--- config.mk ---
export PLATFORM = sky130hd
export DESIGN_NAME = usr_stage
export DESIGN_NICKNAME = d
export VERILOG_FILES = /design/src/verilog/cordic_pkg.sv /design/src/verilog/usr_stage.sv
export SDC_FILE = /design/constraint.sdc
export NUM_CORES = 1
export LEC_CHECK = 0
export BUFFER_PORTS_ARGS = -buffer_cell sky130_fd_sc_hd__buf_2
export CAP_MARGIN = 20
export CORE_MARGIN = 10
export CORE_UTILIZATION = 45
export DETAILED_ROUTE_END_ITERATION = 8
export PLACE_DENSITY = 0.68
export SYNTH_ARGS = -nofsm -noshare
export SYNTH_HDL_FRONTEND = slang
export SYNTH_SLANG_ARGS = --single-unit
--- constraint.sdc ---
create_clock -name clk -period 13.6 [get_ports clk]
set_input_delay 1.36 -clock clk [delete_from_list [all_inputs] [get_ports clk]]
set_output_delay 1.36 -clock clk [all_outputs]
set_load 0.005 [all_outputs]
--- src/verilog/cordic_pkg.sv ---
`default_nettype none

package cordic_pkg;

    //////////////////////////////////////////////////////////////////////
    // Widths and scaling
    localparam int ANGLE_W = 9;
    localparam int DATA_W = 32;
    localparam int IN_SCALE = 10000;
    localparam int DEG_UNITS = 10000;

    // Input angle boundaries, whole degrees
    localparam int FOLD_EDGE_IN = 45;
    localparam int FOLD_EDGE_OUT = 135;
    localparam int QUAD_EDGE = 90;

    //////////////////////////////////////////////////////////////////////
    // Angle constants in units of 0.0001 degree
    localparam int QUARTER_TURN = 900000;
    localparam int HALF_TURN = 1800000;

    localparam int FRIENDLY_HI = 265650;
    localparam int FRIENDLY_LO = 103050;
    localparam int ATAN_FRIENDLY1 = 162600;
    localparam int ATAN_FRIENDLY2 = 368700;

    localparam int USR_THRESH = 35630;
    localparam int ATAN_USR = 71250;

    localparam int NOM_SHIFT_1 = 5;
    localparam int NOM_SHIFT_2 = 6;
    localparam int NOM_SHIFT_3 = 7;
    localparam int ATAN_NOM_1 = 17900;
    localparam int ATAN_NOM_2 = 8950;
    localparam int ATAN_NOM_3 = 4480;

    // Micro rotation, k steps of 0.056 deg
    localparam int MICRO_SHIFT = 10;
    localparam int ATAN_MICRO = 560;
    localparam int MICRO_MAX_K = 8;
    localparam int MICRO_K_W = 5;

    // Input register to normalizer output
    localparam int LATENCY = 11;

    //////////////////////////////////////////////////////////////////////
    // Enums
    typedef enum logic [2:0] {
        FOLD_FAR_NEG,
        FOLD_NEG,
        FOLD_CENTRE,
        FOLD_POS,
        FOLD_FAR_POS
    } fold_region_t;

    typedef enum logic [1:0] {
        QUAD_NEG_FAR,   // -180 .. -90
        QUAD_NEG,       // -90 .. 0
        QUAD_POS,       // 0 .. 90
        QUAD_POS_FAR    // 90 .. 180
    } quadrant_t;

endpackage

`default_nettype wire

--- src/verilog/usr_stage.sv ---
`default_nettype none

module usr_stage
    import cordic_pkg::*;
(
    input  wire logic                     clk,
    input  wire logic signed [DATA_W-1:0] x,
    input  wire logic signed [DATA_W-1:0] y,
    input  wire logic signed [DATA_W-1:0] z,
    output logic signed [DATA_W-1:0]     x_o,
    output logic signed [DATA_W-1:0]     y_o,
    output logic signed [DATA_W-1:0]     z_o
);

    logic signed [8:0]        cu, su;
    logic signed [DATA_W-1:0] dz;
    logic signed [DATA_W-1:0] rot_x, rot_y, rot_z;

    // 1/128 - 1/16384, near 1/129
    function automatic logic signed [DATA_W-1:0] div129(input logic signed [DATA_W-1:0] v);
        return (v >>> 7) - (v >>> 14);
    endfunction

    always_comb
    begin
        if (z < -USR_THRESH)
        begin
            cu = 9'sd128;
            su = -9'sd16;
            dz = -ATAN_USR;
        end
        else if (z < USR_THRESH)
        begin
            cu = 9'sd129;
            su = 9'sd0;
            dz = '0;
        end
        else
        begin
            cu = 9'sd128;
            su = 9'sd16;
            dz = ATAN_USR;
        end
    end

    always_ff @(posedge clk)
    begin
        rot_x <= cu * x + su * y;
        rot_y <= cu * y - su * x;
        rot_z <= z - dz;
        x_o <= div129(rot_x);
        y_o <= div129(rot_y);
        z_o <= rot_z;
    end

endmodule

`default_nettype wire

==> impl_metrics.py, run 1 <==
metrics = {
    "status": {
        "status": "completed",
    },
    "floorplan": {
        "die_x_um": 230.5,
        "core_area_um2": 44030,
        "num_io_pins": 193,
        "initial_core_util": 0.4528,
        "dieArea_um2": 53120,
        "fp.dieH_um": 230.5,
        "placementRows": 77,
    },
    "timing": {
        "setup_viol": 0,
        "fmax_mhz": 100.1,
        "grt_setup_unrepaired": "no",
        "period_needed_ns": 9.989,
        "worst_pin_slew_ns": 0.8616,
        "slew_headroom": 0.4248,
        "finalHoldViolCount": 0,
        "drv_slew": 0,
        "period_share": 0.7345,
        "whs_ns": 0.3263,
        "skew_ns": 0.008383,
        "fin_setup_tns_ns": 0,
        "setup_ws_ns": 3.611,
    },
    "detailed_routing": {
        "post-route-drc-count": 0,
        "drt_first_pass_iters": 5,
        "drt_iter0_markers": 755,
        "ant_nets": 0,
        "avgRoutedWirePerCell_um": 16.61,
        "wl_mm": 49.39,
        "vias": 15639,
        "post_drt_via_cell_ratio": 5.259,
    },
    "global_route": {
        "grt_start_max_net_pins": 55,
        "grt_pass1_wl_mm": 82.17,
        "grtUsageTotal": 0.1909,
        "grt.overflow.total": 0,
        "antenna_found_initial": 19,
        "first_global_vias": 16740,
    },
    "logic_synthesis": {
        "ys_ff_latch": 166,
        "synthArstFlopShare": 0,
        "ys_warn_count": 0,
        "synthesis.area_per_instance_um2": 9.041,
        "synth_area_leader_cell": "fa_1",
        "synth.net_count": 2835,
        "synth_cell_types": 74,
        "ys_seq_area_frac": 0.1667,
        "synth-edff-count": 0,
        "synth_area_um2": 19940,
        "synthCells": 2205,
        "synthFlopType": "dfxtp_1",
        "synthTopCellsByArea": "fa_1 (26%), ha_1 (17%), dfxtp_1 (17%)",
        "yosys.area.top_type_share": 0.2621,
    },
    "setup_path": {
        "worst-endpoint-arrival_ns": 10.38,
        "cp-end-kind": "flip-flop",
        "cp-start-kind": "input port",
        "critPathKind": "input port to flip-flop",
        "required_ns": 13.99,
        "cp_max_fo": 54,
    },
    "power": {
        "peakVddDrop_v": 0.0002055,
        "power_density_nw_per_um2": 267.6,
        "p_leak_nw": 11.27,
    },
    "placed_design": {
        "place_area_um2": 21410,
        "dp_hpwl_mm": 41.65,
        "port_buffers": 192,
        "place_ws_ns": 3.236,
        "gp_congestion": 0.8957,
        "post-place-cells": 2930,
    },
    "clock_network": {
        "cts_tree": "built",
        "clk_latency_ns": 0.46,
        "clk_path_buf_depth": 2,
        "htreeDepth": 4,
        "holdBufCountCts": 0,
        "cts-resized-gates": 0,
        "root_buffer": "clkbuf_16",
        "cts_buffers": 17,
        "clock-sinks": 166,
        "postCtsSetupRepairBufs": 0,
        "clk_pin_slew_ns": 0.06,
    },
    "cells_and_area": {
        "final_cell_mix": "inv_1 (436), ha_1 (272), fa_1 (261)",
        "syn_to_final_growth_pct": 10.32,
        "final_common_cell": "inv_1",
        "stdcell_count": 2974,
        "drive_above_1_share": 0.1059,
        "fin_area_um2": 21990,
        "final.fill_count": 4194,
        "fin_nets": 2987,
    },
    "run": {
        "drv_cap": 0,
    },
    "hold_path": {
        "hold_path.class": "flip-flop to flip-flop",
    },
}
worst paths after layout:
check	cells past startpoint	slack, ns	startpoint	endpoint
max	25	3.61	z[31]	rot_x[31]$_DFF_P_
min	0	0.33	rot_z[0]$_DFF_P_	z_o[0]$_DFF_P_
max reg2reg	12	10.34	rot_y[15]$_DFF_P_	y_o[25]$_DFF_P_
min reg2reg	0	0.33	rot_z[0]$_DFF_P_	z_o[0]$_DFF_P_
kinds of logic after synthesis:
| logic type | count (synthesis) | share of synthesized area |
|---|---|---|
| adder cells (fa/ha/maj) | 534 | 0.4333 |
| AND/OR/NAND/NOR | 521 | 0.1267 |
| buffers and inverters | 503 | 0.09760 |
| AO/OA/AOI/OAI | 331 | 0.1097 |
| flip-flops | 166 | 0.1667 |
| XOR/XNOR | 143 | 0.06283 |
| multiplexers | 6 | 0.003013 |
| other | 1 | 0.0001881 |
power breakdown:
group	leakage (nW)	internal [W]	switching, W
Sequential	1.40	0.000764	0.0000746
Combinational	9.61	0.00208	0.00250
Clock	0.267	0.000256	0.000212
Total	11.3	0.00310	0.00278
metrics by stage:
step           utilization  power, W
6_report            0.4995  0.005885
5_1_grt             0.4992  0.006631
4_1_cts             0.4988  0.005967
3_5_place_dp        0.4862  0.005452
3_3_place_gp        0.4862  0.005354
2_1_floorplan            -  0.004481
routing by layer:
layer	global-route usage	part of all wire	routed length [um]	up-vias
met4	0.07297	0.026	1289	12
met2	0.3212	0.48	23890	451
li1	-	-	-	7447
met5	0	0.0014	70	-
met1	0.2325	0.42	20810	7632
met3	0.04660	0.067	3327	97
cell usage after synthesis (all sizes together), types with 5 or more instances:
library cell and number:
o21bai 11, ha 272, and2 7, fa 261, nor4 16, o21a 19, clkbuf 38, nor2b 36
nand4 18, o31a 6, nand3 34, buf 28, dfxtp 166, nor2 173, a21oi 84, or3 9
a21o 45, and3 46, a211oi 16, nand2 95, nand3b 5, o31ai 9, mux2i 6, inv 437
xnor2 113, nand2b 13, o21ai 73, a31oi 17, nor3 55, xor2 30, a211o 9
registers in the layout (all words and copies together) (netlist names):
register	count
x_o	26
z_o	32
rot_x	25
rot_y	25
y_o	26
rot_z	32
area by class of cell:
type / instances / area [um^2] / area share
Multi-Input combinational cell: 1536 / 14690 / 0.6679
Sequential cell: 166 / 3323 / 0.1511
Inverter: 437 / 1640 / 0.07459
Timing Repair Buffer: 199 / 1013 / 0.04608
Tap cell: 592 / 740.7 / 0.03368
Clock buffer: 21 / 440.4 / 0.02003
Clock inverter: 11 / 116.4 / 0.005291
Antenna cell: 12 / 30.03 / 0.001365
worst max-delay path: stages:
cell and delay [ns]:
buf_2 0.49, nand4_1 0.16, or4_4 0.56, a211oi_4 0.22
buf_4 0.41, nor2_4 0.03, buf_4 0.33, inv_2 0.72
nor2_1 0.24, fa_1 0.61, fa_1 0.44, fa_1 0.51
fa_1 0.42, fa_1 0.51, fa_1 0.42, ha_1 0.23
a2111oi_0 0.41, o21ai_0 0.30, a41oi_1 0.34, o21ai_0 0.17
o41ai_1 0.53, o21ai_0 0.31, a31o_2 0.30, a21oi_1 0.17
xnor2_1 0.13
No activity file was read; power rests on OpenSTA's default activity.
==> run 2, diff against run 1 <==
==> constraint.sdc (replaced) <==
create_clock -name clk -period 10.3 [get_ports clk]
set_input_delay 1.03 -clock clk [delete_from_list [all_inputs] [get_ports clk]]
set_output_delay 1.03 -clock clk [all_outputs]
set_load 0.005 [all_outputs]
==> run 2 against run 1 <==
Net effect: non-clock buffer count did not move; clock skew rose by 0.012 ns; hold slack got worse by 0.0066 ns; flip-flop and latch count did not move; clock-buffer cell count rose by 1; global-route usage barely moved; critical path depth rose by 1; highest routed layer unchanged.
==> impl_metrics.py, run 2 (same netlist as run 1, synthesis figures left out) <==
metrics = {
    "status": {
        "status": "completed",
    },
    "cells_and_area": {
        "stdcell_count": 2970,
        "final_cell_mix": "inv_1 (436), ha_1 (272), fa_1 (261)",
        "fin_nets": 2987,
        "drive_above_1_share": 0.1068,
        "syn_to_final_growth_pct": 10.28,
        "fin_area_um2": 21980,
        "final_common_cell": "inv_1",
        "final.fill_count": 4179,
        "top_regs": "rot_z: 32 flops, z_o: 32 flops",
    },
    "detailed_routing": {
        "ant_nets": 0,
        "drt_iter0_markers": 801,
        "vias": 15626,
        "post_drt_via_cell_ratio": 5.261,
        "wl_mm": 49.78,
        "drt_first_pass_iters": 5,
        "avgRoutedWirePerCell_um": 16.76,
        "post-route-drc-count": 0,
    },
    "floorplan": {
        "fp.dieH_um": 230.5,
        "die_x_um": 230.5,
        "dieArea_um2": 53120,
        "initial_core_util": 0.4528,
        "core_area_um2": 44030,
        "placementRows": 77,
        "num_io_pins": 193,
    },
    "placed_design": {
        "place_ws_ns": 1.081,
        "place_area_um2": 21410,
        "port_buffers": 192,
        "dp_hpwl_mm": 41.99,
        "gp_congestion": 0.9107,
        "post-place-cells": 2930,
    },
    "timing": {
        "finalHoldViolCount": 0,
        "fin_setup_tns_ns": 0,
        "period_needed_ns": 8.783,
        "worst_pin_slew_ns": 0.7407,
        "setup_viol": 0,
        "period_share": 0.8527,
        "setup_ws_ns": 1.517,
        "drv_slew": 0,
        "slew_headroom": 0.4992,
        "skew_ns": 0.02065,
        "fmax_mhz": 113.9,
        "grt_setup_unrepaired": "no",
    },
    "hold_path": {
        "hold_path.class": "flip-flop to flip-flop",
        "worstHoldPathCells": 0,
    },
    "setup_path": {
        "critPathKind": "input port to flip-flop",
        "cp-start-kind": "input port",
        "required_ns": 10.65,
        "cp_max_fo": 31,
        "r2r_cells": 12,
        "worst-endpoint-arrival_ns": 9.13,
        "cp-end-kind": "flip-flop",
    },
    "power": {
        "p_leak_nw": 11.27,
        "power_density_nw_per_um2": 354.9,
        "peakVddDrop_v": 0.0002854,
        "power_w": 0.007803,
    },
    "clock_network": {
        "clk_pin_slew_ns": 0.07,
        "htreeDepth": 4,
        "clk_latency_ns": 0.48,
        "cts-resized-gates": 0,
        "clock-sinks": 166,
        "holdBufCountCts": 0,
        "root_buffer": "clkbuf_16",
        "cts_tree": "built",
        "cts_buffers": 17,
        "clk_path_buf_depth": 2,
        "postCtsSetupRepairBufs": 0,
    },
    "global_route": {
        "first_global_vias": 16499,
        "grt.overflow.total": 0,
        "grtUsageTotal": 0.1911,
        "grt_start_max_net_pins": 60,
        "antenna_found_initial": 19,
        "grt_pass1_wl_mm": 82.13,
    },
    "run": {
        "drv_cap": 0,
    },
}
[run 2: changes by cell type in the layout (fill, tap and decap cells not counted)]
| cell | before | now |
|---|---|---|
| bufinv_16 | 1 | 0 |
| clkbuf_1 | 4 | 2 |
| clkbuf_8 | 0 | 3 |
| clkinv_4 | 2 | 1 |
| clkinvlp_4 | 2 | 3 |
| diode_2 | 12 | 8 |
[run 2: area by class of cell]
class,count,area [um^2],area share
inverter,437,1640,0.07461
timing repair buffer,199,1013,0.04610
antenna,8,20.02,0.0009106
sequential,166,3323,0.1512
tap,592,740.7,0.03369
clock buffer,22,474.2,0.02157
multi-input combinational,1536,14690,0.6681
clock inverter,10,85.08,0.003870
[run 2: path summary, 6_finish.rpt]
kind | from | endpoint | slack (ns)
worst max-delay path | z[31] | rot_y[31]$_DFF_P_ | 1.52
worst min-delay path | rot_z[14]$_DFF_P_ | z_o[14]$_DFF_P_ | 0.32
worst max register to register | rot_y[15]$_DFF_P_ | y_o[25]$_DFF_P_ | 7.03
worst min register to register | rot_z[14]$_DFF_P_ | z_o[14]$_DFF_P_ | 0.32
[run 2: layer usage]
layer	global-route usage	routed length, um	vias to the layer above
li1	-	-	7440
met1	0.2338	20910	7668
met2	0.3238	24070	416
met3	0.04673	3384	86
met4	0.06454	1292	16
met5	0	119	-
[run 2: where the power goes]
group / switching [W] / leakage (nW) / total, W / internal (W)
combinational: 0.00331 / 9.61 / 0.00608 / 0.00276
clock: 0.000285 / 0.268 / 0.000617 / 0.000332
sequential: 0.000100 / 1.40 / 0.00111 / 0.00101
[run 2: critical path: stages]
cell      delay, ns
buf_2          0.47
nand4_1        0.16
or4_4          0.55
a211o_1        0.52
buf_4          0.30
and3_1         0.25
fa_1           0.52
inv_1          0.06
fa_1           0.50
fa_1           0.54
inv_1          0.05
fa_1           0.50
fa_1           0.52
fa_1           0.54
inv_1          0.04
ha_1           0.35
a21o_1         0.20
a31oi_1        0.22
o32ai_1        0.11
a31o_2         0.25
a221o_1        0.37
a211oi_1       0.43
nor3_1         0.14
o31a_1         0.29
nor2_1         0.11
xnor2_1        0.07
[run 2: stage by stage]
step / util / hold slack, ns
global placement: 0.4862 / 0.3104
detailed placement: 0.4862 / 0.3121
CTS: 0.4989 / 0.3243
global route: 0.4991 / 0.3289
floorplan: - / 0.3096
finish: 0.4993 / 0.3197
